File: config.mk
export PLATFORM = sky130hd
export DESIGN_NAME = lbpTop
export DESIGN_NICKNAME = d
export VERILOG_FILES = /design/src/logic/lbpPkg.sv /design/src/logic/interpWeightRom.sv /design/src/logic/bilinearInterp.sv /design/src/logic/lbpEngine.sv /design/src/logic/axiLiteRegs.sv /design/src/logic/lbpTop.sv
export VERILOG_INCLUDE_DIRS = /design/src /design/src/logic
export SDC_FILE = /design/constraint.sdc
export NUM_CORES = 2
export LEC_CHECK = 0
export BUFFER_PORTS_ARGS = -buffer_cell sky130_fd_sc_hd__buf_2
export CORE_ASPECT_RATIO = 1.5
export CORE_UTILIZATION = 50
export CTS_CLUSTER_DIAMETER = 30
export DETAILED_ROUTE_END_ITERATION = 8
export GPL_TIMING_DRIVEN = 0
export PLACE_DENSITY = 0.72
export SYNTH_ARGS = -nofsm -noshare
export SYNTH_HDL_FRONTEND = slang
export SYNTH_SLANG_ARGS = --single-unit
export TNS_END_PERCENT = 50
File: constraint.sdc
create_clock -name clk -period 8.6 [get_ports clk]
set_input_delay 0 -clock clk [delete_from_list [all_inputs] [get_ports clk]]
set_output_delay 0 -clock clk [all_outputs]
set_load 0.01 [all_outputs]
File: src/logic/lbp_settings.svh
`ifndef LBP_SETTINGS_SVH
`define LBP_SETTINGS_SVH

// datapath widths
`define PIXEL_WIDTH 8
`define WEIGHT_WIDTH 24 // FRAC_BITS + PIXEL_WIDTH so a weighted pixel never overflows
`define FRAC_BITS 16

// legal sampling radius
`define RADIUS_MIN 2
`define RADIUS_MAX 8

// host bus
`define AXI_ADDR_WIDTH 6
`define AXI_DATA_WIDTH 32

`endif

File: src/logic/lbpPkg.sv
package lbpPkg;

    `include "lbp_settings.svh"

    typedef enum logic [1:0] {
        IDLE,
        ISSUE, // one diagonal angle per cycle
        DRAIN,
        FINISH
    } engineState;

    typedef enum logic [1:0] {
        ANG45,
        ANG135,
        ANG225,
        ANG315
    } sampleAngle;

    typedef enum logic [`AXI_ADDR_WIDTH-1:0] {
        CTRL    = 'h00,
        STATUS  = 'h04,
        CONFIG  = 'h08,
        CENTER  = 'h0C,
        AXIAL   = 'h10, // 0, 90, 180 and 270 degrees from low byte up
        CORN45  = 'h14,
        CORN135 = 'h18,
        CORN225 = 'h1C,
        CORN315 = 'h20,
        RESULT  = 'h24
    } regAddr;

endpackage

File: src/logic/interpWeightRom.sv
`timescale 1ns/1ps
`include "lbp_settings.svh"

module interpWeightRom (
    input  logic [3:0]                radius,
    input  lbpPkg::sampleAngle        angle,
    output logic [`WEIGHT_WIDTH-1:0]  w1,
    output logic [`WEIGHT_WIDTH-1:0]  w2,
    output logic [`WEIGHT_WIDTH-1:0]  w3,
    output logic [`WEIGHT_WIDTH-1:0]  w4
);
    import lbpPkg::*;

    logic [`WEIGHT_WIDTH-1:0] p;
    logic [`WEIGHT_WIDTH-1:0] q;
    logic [`WEIGHT_WIDTH-1:0] r;

    // p weights the two pixels on the sample's own diagonal, q and r the others
    always_comb begin
        case (radius)
            4'd2: begin
                p = 'h3E1D;
                q = 'h57D8;
                r = 'h2BEC;
            end
            4'd3: begin
                p = 'h1B4A;
                q = 'hC5A6;
                r = 'h03C4;
            end
            4'd4: begin
                p = 'h2463;
                q = 'h0789;
                r = 'hAFB0;
            end
            4'd5: begin
                p = 'h3FAD;
                q = 'h3739;
                r = 'h496B;
            end
            4'd6: begin
                p = 'h2F0B;
                q = 'h92D6;
                r = 'h0F12;
            end
            4'd7: begin
                p = 'h0C37;
                q = 'h00A5;
                r = 'hE6EA;
            end
            4'd8: begin
                p = 'h39B3;
                q = 'h1E24;
                r = 'h6E73;
            end
            default: begin
                p = '0; // illegal radius gives an all-zero sample
                q = '0;
                r = '0;
            end
        endcase
    end

    // the same triple rotates through the four corner slots per quadrant
    always_comb begin
        case (angle)
            ANG45: begin
                w1 = p;
                w2 = q;
                w3 = r;
                w4 = p;
            end
            ANG135: begin
                w1 = r;
                w2 = p;
                w3 = p;
                w4 = q;
            end
            ANG225: begin
                w1 = p;
                w2 = r;
                w3 = q;
                w4 = p;
            end
            default: begin
                w1 = q;
                w2 = p;
                w3 = p;
                w4 = r;
            end
        endcase
    end

endmodule

File: src/logic/bilinearInterp.sv
`timescale 1ns/1ps
`include "lbp_settings.svh"

module bilinearInterp (
    input  logic                      clk,
    input  logic                      rst,
    input  logic                      inValid,
    input  lbpPkg::sampleAngle        inAngle,
    input  logic [`PIXEL_WIDTH-1:0]   a,
    input  logic [`PIXEL_WIDTH-1:0]   b,
    input  logic [`PIXEL_WIDTH-1:0]   c,
    input  logic [`PIXEL_WIDTH-1:0]   d,
    input  logic [`WEIGHT_WIDTH-1:0]  w1,
    input  logic [`WEIGHT_WIDTH-1:0]  w2,
    input  logic [`WEIGHT_WIDTH-1:0]  w3,
    input  logic [`WEIGHT_WIDTH-1:0]  w4,
    output logic                      outValid,
    output lbpPkg::sampleAngle        outAngle,
    output logic [`WEIGHT_WIDTH-1:0]  sample
);
    import lbpPkg::*;

    logic [`WEIGHT_WIDTH-1:0] prodA;
    logic [`WEIGHT_WIDTH-1:0] prodB;
    logic [`WEIGHT_WIDTH-1:0] prodC;
    logic [`WEIGHT_WIDTH-1:0] prodD;
    logic [`WEIGHT_WIDTH-1:0] sumAB;
    logic [`WEIGHT_WIDTH-1:0] sumCD;
    logic                     valid1;
    logic                     valid2;
    sampleAngle               angle1;
    sampleAngle               angle2;

    always_ff @(posedge clk) begin
        if (rst) begin
            valid1   <= 1'b0;
            valid2   <= 1'b0;
            outValid <= 1'b0;
        end else begin
            valid1   <= inValid;
            valid2   <= valid1;
            outValid <= valid2;
        end
    end

    // weights never exceed 1.0 so the Q0.16 part times a pixel fits the word
    always_ff @(posedge clk) begin
        prodA    <= w1[`FRAC_BITS-1:0] * a;
        prodB    <= w2[`FRAC_BITS-1:0] * b;
        prodC    <= w3[`FRAC_BITS-1:0] * c;
        prodD    <= w4[`FRAC_BITS-1:0] * d;
        angle1   <= inAngle;
        sumAB    <= prodA + prodB;
        sumCD    <= prodC + prodD;
        angle2   <= angle1;
        sample   <= sumAB + sumCD;
        outAngle <= angle2;
    end

    a_latency: assert property (@(posedge clk) disable iff (rst)
        outValid == $past(inValid, 3));

endmodule

File: src/logic/lbpEngine.sv
`timescale 1ns/1ps
`include "lbp_settings.svh"

module lbpEngine (
    input  logic                        clk,
    input  logic                        rst,
    input  logic                        start,
    input  logic [3:0]                  radius,
    input  logic [`PIXEL_WIDTH-1:0]     centre,
    input  logic [4*`PIXEL_WIDTH-1:0]   axial,
    input  logic [16*`PIXEL_WIDTH-1:0]  corners,
    output logic                        busy,
    output logic                        done,
    output logic                        radiusError,
    output logic [7:0]                  code,
    output logic                        issueValid,
    output lbpPkg::sampleAngle          issueAngle,
    output logic [`PIXEL_WIDTH-1:0]     a,
    output logic [`PIXEL_WIDTH-1:0]     b,
    output logic [`PIXEL_WIDTH-1:0]     c,
    output logic [`PIXEL_WIDTH-1:0]     d,
    input  logic                        resultValid,
    input  lbpPkg::sampleAngle          resultAngle,
    input  logic [`WEIGHT_WIDTH-1:0]    sample
);
    import lbpPkg::*;

    localparam logic [`WEIGHT_WIDTH:0] roundHalf = 1 << (`FRAC_BITS - 1);

    engineState                 state;
    sampleAngle                 angleReg;
    logic [2:0]                 resultCount;
    logic [7:0]                 codeWork;
    logic [7:0]                 axialBits;
    logic [`PIXEL_WIDTH-1:0]    centreReg;
    logic [4*`PIXEL_WIDTH-1:0]  cornerWord;
    logic [`WEIGHT_WIDTH:0]     roundedSum;
    logic                       radiusOk;

    assign radiusOk = (radius >= `RADIUS_MIN) && (radius <= `RADIUS_MAX);
    assign busy = (state != IDLE);
    assign issueValid = (state == ISSUE);
    assign issueAngle = angleReg;

    assign cornerWord = corners[int'(angleReg) * 4 * `PIXEL_WIDTH +: 4 * `PIXEL_WIDTH];
    assign a = cornerWord[0 +: `PIXEL_WIDTH];
    assign b = cornerWord[`PIXEL_WIDTH +: `PIXEL_WIDTH];
    assign c = cornerWord[2*`PIXEL_WIDTH +: `PIXEL_WIDTH];
    assign d = cornerWord[3*`PIXEL_WIDTH +: `PIXEL_WIDTH];

    assign roundedSum = {1'b0, sample} + roundHalf; // round to nearest before the shift

    // even code bits come straight from the axial pixels
    always_comb begin
        axialBits = '0;
        for (int i = 0; i < 4; i++) begin
            axialBits[2*i] = (axial[i*`PIXEL_WIDTH +: `PIXEL_WIDTH] >= centre);
        end
    end

    always_ff @(posedge clk) begin
        if (rst) begin
            state       <= IDLE;
            angleReg    <= ANG45;
            resultCount <= '0;
            done        <= 1'b0;
            radiusError <= 1'b0;
            code        <= '0;
        end else begin
            if (resultValid) begin
                resultCount <= resultCount + 3'd1;
            end
            case (state)
                IDLE: begin
                    if (start && radiusOk) begin
                        state       <= ISSUE;
                        angleReg    <= ANG45;
                        resultCount <= '0;
                        done        <= 1'b0;
                        radiusError <= 1'b0;
                    end else if (start) begin
                        done        <= 1'b1; // code keeps the previous job's value
                        radiusError <= 1'b1;
                    end
                end
                ISSUE: begin
                    angleReg <= sampleAngle'(angleReg + 2'd1);
                    if (angleReg == ANG315) begin
                        state <= DRAIN;
                    end
                end
                DRAIN: begin
                    if (resultCount == 3'd4) begin
                        state <= FINISH;
                    end
                end
                default: begin
                    code  <= codeWork;
                    done  <= 1'b1;
                    state <= IDLE;
                end
            endcase
        end
    end

    always_ff @(posedge clk) begin
        if (state == IDLE && start) begin
            codeWork  <= axialBits;
            centreReg <= centre;
        end else if (resultValid) begin
            codeWork[{resultAngle, 1'b1}] <=
                (roundedSum[`WEIGHT_WIDTH:`FRAC_BITS] >= centreReg);
        end
    end

    a_noIssueInIdle: assert property (@(posedge clk) disable iff (rst)
        state == IDLE |=> !issueValid || $past(start));

    // all four results must land before the FSM returns to IDLE
    a_noResultInIdle: assert property (@(posedge clk) disable iff (rst)
        state == IDLE |-> !resultValid);

endmodule

File: src/logic/axiLiteRegs.sv
`timescale 1ns/1ps
`include "lbp_settings.svh"

module axiLiteRegs (
    input  logic                         clk,
    input  logic                         rst,
    input  logic [`AXI_ADDR_WIDTH-1:0]   awaddr,
    input  logic                         awvalid,
    output logic                         awready,
    input  logic [`AXI_DATA_WIDTH-1:0]   wdata,
    input  logic [`AXI_DATA_WIDTH/8-1:0] wstrb,
    input  logic                         wvalid,
    output logic                         wready,
    output logic [1:0]                   bresp,
    output logic                         bvalid,
    input  logic                         bready,
    input  logic [`AXI_ADDR_WIDTH-1:0]   araddr,
    input  logic                         arvalid,
    output logic                         arready,
    output logic [`AXI_DATA_WIDTH-1:0]   rdata,
    output logic [1:0]                   rresp,
    output logic                         rvalid,
    input  logic                         rready,
    output logic                         start,
    output logic [3:0]                   radius,
    output logic [`PIXEL_WIDTH-1:0]      centre,
    output logic [4*`PIXEL_WIDTH-1:0]    axial,
    output logic [16*`PIXEL_WIDTH-1:0]   corners,
    input  logic                         busy,
    input  logic                         done,
    input  logic                         radiusError,
    input  logic [7:0]                   code
);
    import lbpPkg::*;

    logic                        writeFire;
    logic                        readFire;
    logic [`AXI_DATA_WIDTH-1:0]  readWord;

    assign writeFire = awready && awvalid && wvalid;
    assign readFire = arready && arvalid;
    assign bresp = 2'b00; // every access answers OKAY
    assign rresp = 2'b00;

    // wstrb is not decoded since only full-word writes are supported
    always_ff @(posedge clk) begin
        if (rst) begin
            awready <= 1'b0;
            wready  <= 1'b0;
            bvalid  <= 1'b0;
            start   <= 1'b0;
            radius  <= '0;
        end else begin
            awready <= awvalid && wvalid && !bvalid && !awready;
            wready  <= awvalid && wvalid && !bvalid && !awready;
            start   <= writeFire && (awaddr == CTRL) && wdata[0];
            if (writeFire) begin
                bvalid <= 1'b1;
                if (awaddr == CONFIG) begin
                    radius <= wdata[3:0];
                end
            end else if (bready) begin
                bvalid <= 1'b0;
            end
        end
    end

    always_ff @(posedge clk) begin
        if (writeFire) begin
            case (awaddr)
                CENTER:  centre <= wdata[`PIXEL_WIDTH-1:0];
                AXIAL:   axial <= wdata;
                CORN45:  corners[31:0] <= wdata;
                CORN135: corners[63:32] <= wdata;
                CORN225: corners[95:64] <= wdata;
                CORN315: corners[127:96] <= wdata;
                default: ; // CTRL and CONFIG live above, STATUS and RESULT are read only
            endcase
        end
    end

    always_comb begin
        case (araddr)
            STATUS:  readWord = {{(`AXI_DATA_WIDTH-3){1'b0}}, radiusError, done, busy};
            CONFIG:  readWord = {{(`AXI_DATA_WIDTH-4){1'b0}}, radius};
            CENTER:  readWord = {{(`AXI_DATA_WIDTH-`PIXEL_WIDTH){1'b0}}, centre};
            AXIAL:   readWord = axial;
            CORN45:  readWord = corners[31:0];
            CORN135: readWord = corners[63:32];
            CORN225: readWord = corners[95:64];
            CORN315: readWord = corners[127:96];
            RESULT:  readWord = {{(`AXI_DATA_WIDTH-8){1'b0}}, code};
            default: readWord = '0;
        endcase
    end

    always_ff @(posedge clk) begin
        if (rst) begin
            arready <= 1'b0;
            rvalid  <= 1'b0;
        end else if (readFire) begin
            arready <= 1'b0;
            rvalid  <= 1'b1;
        end else if (rvalid && rready) begin
            arready <= 1'b1;
            rvalid  <= 1'b0;
        end else if (!rvalid) begin
            arready <= 1'b1; // first cycle out of reset
        end
    end

    always_ff @(posedge clk) begin
        if (readFire) begin
            rdata <= readWord; // held until the host takes it
        end
    end

    a_bHold: assert property (@(posedge clk) disable iff (rst)
        bvalid && !bready |=> bvalid);

    a_rHold: assert property (@(posedge clk) disable iff (rst)
        rvalid && !rready |=> rvalid && $stable(rdata));

endmodule

File: src/logic/lbpTop.sv
`timescale 1ns/1ps
`include "lbp_settings.svh"

module lbpTop (
    input  logic                         clk,
    input  logic                         rst,
    input  logic [`AXI_ADDR_WIDTH-1:0]   awaddr,
    input  logic                         awvalid,
    output logic                         awready,
    input  logic [`AXI_DATA_WIDTH-1:0]   wdata,
    input  logic [`AXI_DATA_WIDTH/8-1:0] wstrb,
    input  logic                         wvalid,
    output logic                         wready,
    output logic [1:0]                   bresp,
    output logic                         bvalid,
    input  logic                         bready,
    input  logic [`AXI_ADDR_WIDTH-1:0]   araddr,
    input  logic                         arvalid,
    output logic                         arready,
    output logic [`AXI_DATA_WIDTH-1:0]   rdata,
    output logic [1:0]                   rresp,
    output logic                         rvalid,
    input  logic                         rready
);
    import lbpPkg::*;

    logic                        start;
    logic [3:0]                  radius;
    logic [`PIXEL_WIDTH-1:0]     centre;
    logic [4*`PIXEL_WIDTH-1:0]   axial;
    logic [16*`PIXEL_WIDTH-1:0]  corners;
    logic                        busy;
    logic                        done;
    logic                        radiusError;
    logic [7:0]                  code;
    logic                        issueValid;
    sampleAngle                  issueAngle;
    logic [`PIXEL_WIDTH-1:0]     pixA;
    logic [`PIXEL_WIDTH-1:0]     pixB;
    logic [`PIXEL_WIDTH-1:0]     pixC;
    logic [`PIXEL_WIDTH-1:0]     pixD;
    logic [`WEIGHT_WIDTH-1:0]    w1;
    logic [`WEIGHT_WIDTH-1:0]    w2;
    logic [`WEIGHT_WIDTH-1:0]    w3;
    logic [`WEIGHT_WIDTH-1:0]    w4;
    logic                        resultValid;
    sampleAngle                  resultAngle;
    logic [`WEIGHT_WIDTH-1:0]    sample;

    axiLiteRegs u_axiLiteRegs (
        .clk(clk), .rst(rst),
        .awaddr(awaddr), .awvalid(awvalid), .awready(awready),
        .wdata(wdata), .wstrb(wstrb), .wvalid(wvalid), .wready(wready),
        .bresp(bresp), .bvalid(bvalid), .bready(bready),
        .araddr(araddr), .arvalid(arvalid), .arready(arready),
        .rdata(rdata), .rresp(rresp), .rvalid(rvalid), .rready(rready),
        .start(start), .radius(radius), .centre(centre), .axial(axial),
        .corners(corners), .busy(busy), .done(done),
        .radiusError(radiusError), .code(code)
    );

    lbpEngine u_lbpEngine (
        .clk(clk), .rst(rst), .start(start), .radius(radius),
        .centre(centre), .axial(axial), .corners(corners),
        .busy(busy), .done(done), .radiusError(radiusError), .code(code),
        .issueValid(issueValid), .issueAngle(issueAngle),
        .a(pixA), .b(pixB), .c(pixC), .d(pixD),
        .resultValid(resultValid), .resultAngle(resultAngle), .sample(sample)
    );

    // weights are looked up in the issue cycle, alongside the corner pixels
    interpWeightRom u_interpWeightRom (
        .radius(radius), .angle(issueAngle),
        .w1(w1), .w2(w2), .w3(w3), .w4(w4)
    );

    bilinearInterp u_bilinearInterp (
        .clk(clk), .rst(rst), .inValid(issueValid), .inAngle(issueAngle),
        .a(pixA), .b(pixB), .c(pixC), .d(pixD),
        .w1(w1), .w2(w2), .w3(w3), .w4(w4),
        .outValid(resultValid), .outAngle(resultAngle), .sample(sample)
    );

endmodule

**Yosys cells after proc, flatten, opt, wreduce, memory -nomap -nowiden**

Index checks and enable logic that the tools add are counted.

- Reduce and logical (&&, ||, !) cells: 39
- Magnitude comparators: 9
- Shift operators: 1
- Add/subtract/negate cells: 6
- Mux-type cells: 31
- Equal/unequal tests: 34
- $mul: 4
- Bitwise gates (word level): 1

Operators with widths:

| operator | number |
|---|---|
| 32-bit case mux with 9 select lines | 1 |
| 16-bit case mux with 7 select lines | 2 |
| 16-bit case mux with 2 select lines | 4 |
| 128-bit by 8-bit indexed part select with 32-bit output | 1 |
| 14-bit case mux with 7 select lines | 1 |
| 16-bit by 8-bit multiplier with 24-bit output | 4 |
| 24-bit adder | 3 |
| 6-bit by 5-bit equality test with 1-bit output, second input constant | 8 |
| 8-bit >= comparator | 4 |
| 24-bit by 16-bit adder with 25-bit output, second input constant | 1 |
| 6-bit by 4-bit equality test with 1-bit output, second input constant | 4 |
| 2-bit AND reduction | 10 |
| 6-bit equality test, second input constant | 3 |
| 4-bit by 3-bit equality test with 1-bit output, second input constant | 4 |
| 7-bit 2-to-1 mux | 2 |
| 1-bit logical AND | 13 |
| 2-bit nonzero test | 6 |
| 9-bit by 8-bit >= comparator with 1-bit output | 1 |
| 1-bit 2-to-1 mux | 9 |
| 3-bit 2-to-1 mux | 3 |
| 8-bit bitwise mux | 1 |
| 4-bit by 2-bit equality test with 1-bit output, second input constant | 2 |
| 2-bit 2-to-1 mux | 4 |
| 2-bit equality test, second input constant | 3 |
| 24 further kinds | 31 |

- Word-level logic and storage cells: 160
- Output and inout port bits: 41
- Input bits: 55
- Bits in registers: 419

**Longest topological paths before layout**

- Word-level depth: 7
- Depth in mapped cells: 30
- Depth with buffers taken out: 27

**Cells and area by module**

A second synthesis with hierarchy kept.

- Cell total of the unflattened synthesis: 3597
- Area total of the unflattened synthesis: 36145.9 um^2

By module, submodules not included:

| module | area each (um^2) | cells each | times used | seq. area each (um^2) |
|---|---|---|---|---|
| bilinearInterp | 23151.0 | 2511 | 1 | 3543.4 |
| axiLiteRegs | 7569.8 | 415 | 1 | 6185.9 |
| lbpEngine | 3084.2 | 278 | 1 | 780.7 |
| interpWeightRom | 2341.0 | 393 | 1 | 0.0 |

**Least setup slack after synthesis**

No wires, ideal clock.

- Path kind: flip-flop to flip-flop
- From: register u_lbpEngine.angleReg[0], in the netlist u_lbpEngine.issueAngle[0]
- To: register u_bilinearInterp.prodD[20]
- Path slack: 1.806 ns
- Arrival: 6.722 ns
- Setup time: 0.072 ns
- Cell stages (with the launch flop): 30
- Cell sequence: dfxtp_1 > clkbuf_1 > buf_2 > inv_1 > ha_1 > inv_1 > nand2_1 > buf_2 > nand2_1 > nor2_1 > a21oi_1 > nor2_1 > o31ai_1 > or2_2 > fa_1 > fa_1 > inv_1 > fa_1 > inv_1 > fa_1 > inv_1 > ha_1 > nand3_1 > o2111ai_1 > a311o_1 > nor3b_1 > o31a_1 > a21o_1 > a21oi_2 > xnor2_1

- Word-level cells in the longest chain between the ends: 4
- Elaborated cells on any way between the ends: 7

RTL lines:

| item | line | source |
|---|---|---|
| start: declaration | lbpEngine.sv:31 | `sampleAngle angleReg;` |
| start signal: assignment | lbpEngine.sv:87 | `angleReg <= sampleAngle'(angleReg + 2'd1);` |
| parallel branches: the longest is 3 deep, another holds 128-bit by 8-bit indexed part select with 32-bit output | n/a |  |
| 16-bit by 8-bit multiplier with 24-bit output * | bilinearInterp.sv:51 | `` prodD <= w4[`FRAC_BITS-1:0] * d; `` |
| end signal: assignment | bilinearInterp.sv:51 |  |
| end: declaration | bilinearInterp.sv:26 | `` logic [`WEIGHT_WIDTH-1:0] prodD; `` |

Mark *: on every way between the ends.
A chain may end at the register's enable or synchronous reset.

**Worst setup path after layout**

- From: register u_lbpEngine.angleReg[0], in the netlist u_lbpEngine.issueAngle[0]
- To: register u_bilinearInterp.prodA[22]

- Word-level cells in the longest chain between the ends: 4
- Elaborated cells on any way between the ends: 7

RTL lines:

| item | line | source |
|---|---|---|
| parallel branches: the longest is 3 deep, another holds 128-bit by 8-bit indexed part select with 32-bit output | n/a |  |
| 16-bit by 8-bit multiplier with 24-bit output * | bilinearInterp.sv:48 | `` prodA <= w1[`FRAC_BITS-1:0] * a; `` |
| end signal: assignment | bilinearInterp.sv:48 |  |
| end: declaration | bilinearInterp.sv:23 | `` logic [`WEIGHT_WIDTH-1:0] prodA; `` |

Marked as above.

==> impl_metrics.prom <==
# TYPE chip_impl_metric gauge
chip_impl_info{name="outcome",value="completed"} 1
chip_impl_info{name="dominantRegCellSynth",value="edfxtp_1"} 1
chip_impl_metric{name="area.growth.synth_to_final",unit="%"} 13.03
chip_impl_info{name="rsz0062_at_grt",value="no"} 1
chip_impl_metric{name="fin_total_pwr",unit="mW"} 4.663
chip_impl_metric{name="achievable-frequency",unit="MHz"} 119.4
chip_impl_metric{name="netSwitchingPower",unit="mW"} 1.130
chip_impl_metric{name="route.antenna.remaining_nets",unit=""} 0
chip_impl_metric{name="syn_avg_cell_area",unit="um2"} 9.389
chip_impl_info{name="post_synth_main_area_contributors",value="fa_1, edfxtp_1, dfxtp_1, ha_1, nor2_1"} 1
chip_impl_metric{name="synth_seq_area_share",unit=""} 0.2986
chip_impl_metric{name="die-area",unit="um2"} 69460
chip_impl_metric{name="layout_cells_sized_above_1",unit=""} 0.09070
chip_impl_metric{name="floorplan.io_pins",unit=""} 96
chip_impl_metric{name="cts-root-to-sink-buffers",unit=""} 3
chip_impl_metric{name="drt_pre_antenna_iters",unit=""} 7
chip_impl_metric{name="holdWs",unit="ns"} 0.06853
chip_impl_metric{name="drc_errors",unit=""} 0
chip_impl_metric{name="timing.max_slew.rel_slack",unit=""} 0.08033
chip_impl_metric{name="switching_share",unit=""} 0.2424
chip_impl_info{name="hold_class",value="in2reg"} 1
chip_impl_metric{name="floorplan.die.width",unit="um"} 215.5
chip_impl_metric{name="grt_max_degree",unit=""} 34
chip_impl_metric{name="post_synth_top_area_share",unit=""} 0.1979
chip_impl_metric{name="finish.instance_area",unit="um2"} 38650
chip_impl_metric{name="min_period_over_period",unit=""} 0.9739
chip_impl_metric{name="io_buffer_count",unit=""} 85
chip_impl_info{name="cts-root-buf",value="clkbuf_16"} 1
chip_impl_metric{name="data_required_time_at_the_worst_endpoint",unit="ns"} 9.10
chip_impl_info{name="synth_largest_area_cell",value="fa_1"} 1
chip_impl_metric{name="final-instance-count-excl-fill",unit=""} 4802
chip_impl_metric{name="final-setup-viol-count",unit=""} 0
chip_impl_metric{name="post_drt_wl_per_cell",unit="um"} 21.52
chip_impl_metric{name="preCtsSetupSlack",unit="ns"} -0.3911
chip_impl_metric{name="postPlaceCellArea",unit="um2"} 35950
chip_impl_metric{name="async_flop_share",unit=""} 0
chip_impl_metric{name="vdd_ir_drop_max",unit="uV"} 290.9
chip_impl_info{name="timing.critical_path.from_type",value="flip-flop"} 1
chip_impl_info{name="tritoncts_clock_tree",value="yes"} 1
chip_impl_metric{name="cts_made_buffers",unit=""} 56
chip_impl_metric{name="timing_max_transition_violations_final",unit=""} 0
chip_impl_metric{name="worst_skew_pair.late_latency",unit="ns"} 0.66
chip_impl_metric{name="cp_data_arrival_time",unit="ns"} 8.88
chip_impl_metric{name="synth.ff_latch_count",unit=""} 404
chip_impl_info{name="leading_cell_type_in_the_layout_fill_and_taps_excluded",value="nor2_1"} 1
chip_impl_metric{name="number_of_drc_violations_after_detailed_routing_iteration_0",unit=""} 1869
chip_impl_metric{name="timing_hold_violations_final",unit=""} 0
chip_impl_metric{name="cellPowerDensity",unit="nW/um2"} 120.6
chip_impl_metric{name="core-area",unit="um2"} 67780
chip_impl_metric{name="final_critical_period",unit="ns"} 8.376
chip_impl_metric{name="synth_edf_count",unit=""} 212
chip_impl_metric{name="groute.usage.overall",unit=""} 0.2981
chip_impl_metric{name="fin_skew",unit="ns"} 0.06085
chip_impl_metric{name="clk_pin_slew",unit="ns"} 0.06
chip_impl_metric{name="synth.yosys.warnings",unit=""} 0
chip_impl_metric{name="grt_first_pass_wirelength",unit="mm"} 157.9
chip_impl_metric{name="sequentialPowerShare",unit=""} 0.440
chip_impl_metric{name="worst-slew-pin-transition",unit="ns"} 1.380
chip_impl_metric{name="numPlacedInstances",unit=""} 4636
chip_impl_info{name="worst_setup_path_end_kind",value="flip-flop"} 1
chip_impl_metric{name="grt_pass1_vias",unit=""} 28780
chip_impl_info{name="worstSetupPathType",value="reg2reg"} 1
chip_impl_info{name="final_cell_mix",value="nor2_1, inv_1, fa_1"} 1
chip_impl_metric{name="clkPwrFrac",unit=""} 0.522
chip_impl_metric{name="comb_power_share",unit=""} 0.038
chip_impl_metric{name="postLayoutSetupSlackWorst",unit="ns"} 0.2242
chip_impl_metric{name="cts_setup_buffers",unit=""} 0
chip_impl_metric{name="final_nets",unit=""} 4547
chip_impl_metric{name="utilization",unit=""} 0.5703
chip_impl_metric{name="p_leak",unit="nW"} 18.23
chip_impl_metric{name="syn-cell-area",unit="um2"} 34200
chip_impl_metric{name="tns",unit="ns"} 0
chip_impl_metric{name="initial_utilization",unit=""} 0.5045
chip_impl_metric{name="max_cap_viol_count",unit=""} 0
chip_impl_metric{name="gr-total-overflow",unit=""} 0
chip_impl_metric{name="internal_power",unit="mW"} 3.532
chip_impl_metric{name="rows",unit=""} 117
chip_impl_metric{name="synth_cell_types",unit=""} 79
chip_impl_metric{name="critPathMaxFanout",unit=""} 10
chip_impl_metric{name="detail_route.vias_per_cell",unit=""} 5.781
chip_impl_metric{name="cts-htree-levels",unit=""} 2
chip_impl_metric{name="dp_hpwl",unit="mm"} 80.59
chip_impl_metric{name="finalWirelength",unit="mm"} 103.3
chip_impl_metric{name="die_y",unit="um"} 322.3
chip_impl_metric{name="gpl.final_weighted_congestion",unit=""} 1.006
chip_impl_metric{name="clock-sinks",unit=""} 404
chip_impl_metric{name="antenna_found_initial",unit=""} 2
chip_impl_metric{name="synth_cells",unit=""} 3642
chip_impl_metric{name="detailroute.via_count",unit=""} 27760
==> metal layers <==
metal / vias up / wire [um] / global-route usage
met3: 407 / 6502 / 0.04290
met2: 1217 / 51450 / 0.5314
met4: 0 / 9501 / 0.2496
met5: - / 0 / 0
li1: 12710 / - / -
met1: 13430 / 35890 / 0.3096
==> final timing paths <==
path                         startpoint                           end  slack (ns)  depth (start not counted)
min                           araddr[2]        u_axiLiteRegs.rdata[2]        0.07                          5
max           u_lbpEngine.issueAngle[0]    u_bilinearInterp.prodA[22]        0.22                         25
max reg2reg   u_lbpEngine.issueAngle[0]    u_bilinearInterp.prodA[22]        0.22                         25
min reg2reg  u_bilinearInterp.angle2[0]  u_bilinearInterp.outAngle[0]        0.33                          0
==> Yosys cell counts (6+ instances only) <==
cell      count
a31oi_1      26
a211oi_1     11
nor3_1       48
o21bai_1     17
buf_2         9
mux2i_1      58
nor2b_1      35
nor4_1        9
and2_1        6
fa_1        338
edfxtp_1    212
or2_2        74
a221oi_1     13
a211o_1       6
or3_1        19
xor2_1       36
nand2b_1     29
o211ai_1     14
buf_1        18
a31o_2        6
ha_1        296
o21a_1       11
nand3_1      48
inv_1       471
nand4_1      14
o22ai_1      13
and3_1       13
a21oi_1     188
o21ai_1      44
dfxtp_1     192
a21o_1       58
a22oi_1      39
clkbuf_1     92
o21ai_0     120
nand2_1     186
a222oi_1     30
mux2_2       33
nor2_1      626
xnor2_1      86
==> what timing repair did <==
item                                    CTS  global route
hold buffers                             56             0
resized for setup                         8            10
endpoints found under the hold margin   244             0
endpoints found under the setup margin   21            15
==> worst max-delay path, cell delays in order, from the launching register on <==
cell,delay [ns]
dfxtp_1,0.54
clkbuf_2,0.42
buf_2,0.42
inv_1,0.16
ha_1,0.31
nor2_1,0.17
clkbuf_1,0.64
nor2_1,0.16
a21oi_1,0.15
nor2_1,0.05
a21oi_1,0.87
nor2_1,0.18
fa_1,0.60
inv_1,0.06
fa_1,0.56
fa_1,0.43
fa_1,0.51
inv_1,0.05
ha_1,0.33
and3_1,0.23
nor2b_1,0.16
a22o_1,0.17
a31o_2,0.23
o41ai_2,0.51
o31ai_1,0.14
xor2_1,0.16
==> flip-flops by register name, summed over array words and instances, names as in the netlist, 4 cells and up <==
register and cells:
u_axiLiteRegs.radius 4, u_axiLiteRegs.rdata 32, u_bilinearInterp.prodA 24, u_axiLiteRegs.centre 8, u_bilinearInterp.prodB 24, u_bilinearInterp.prodC 24
u_bilinearInterp.sumCD 24, u_lbpEngine.code 8, u_axiLiteRegs.corners 128, u_bilinearInterp.sumAB 24, u_lbpEngine.codeWork 8, u_bilinearInterp.prodD 24
u_bilinearInterp.sample 9, u_axiLiteRegs.axial 32, u_lbpEngine.centreReg 8
==> power by group through the flow <==
stage | Sequential, mW | Clock (mW) | Combinational (mW)
global placement | 2.09 | 0 | 0.150
global route | 2.05 | 2.53 | 0.190
floorplan | 2.09 | 0 | 0.0847
finish | 2.05 | 2.43 | 0.177
CTS | 2.05 | 2.45 | 0.172
detailed placement | 2.09 | 0 | 0.151
==> layout make-up <==
class                           count  area, um2
Clock buffer                       58       1419
Tap cell                          892       1116
Fill cell                        5807      29130
Multi-Input combinational cell   2643      21830
Antenna cell                        7      17.52
Buffer                            123      495.5
Clock inverter                     45      620.6
Inverter                          474       1779
Timing Repair Buffer              156       1165
Sequential cell                   404      10210
==> kinds of logic after synthesis <==
| logic type | count (synthesis) | synth area share |
|---|---|---|
| adder cells (fa/ha/maj) | 634 | 0.3062 |
| multiplexers | 91 | 0.02785 |
| AO/OA/AOI/OAI | 667 | 0.1257 |
| AND/OR/NAND/NOR | 1125 | 0.1439 |
| buffers and inverters | 598 | 0.06652 |
| other | 1 | 0.0001097 |
| XOR/XNOR | 122 | 0.03125 |
| flip-flops | 404 | 0.2986 |
Note: power is estimated with default switching activity, not from simulation.
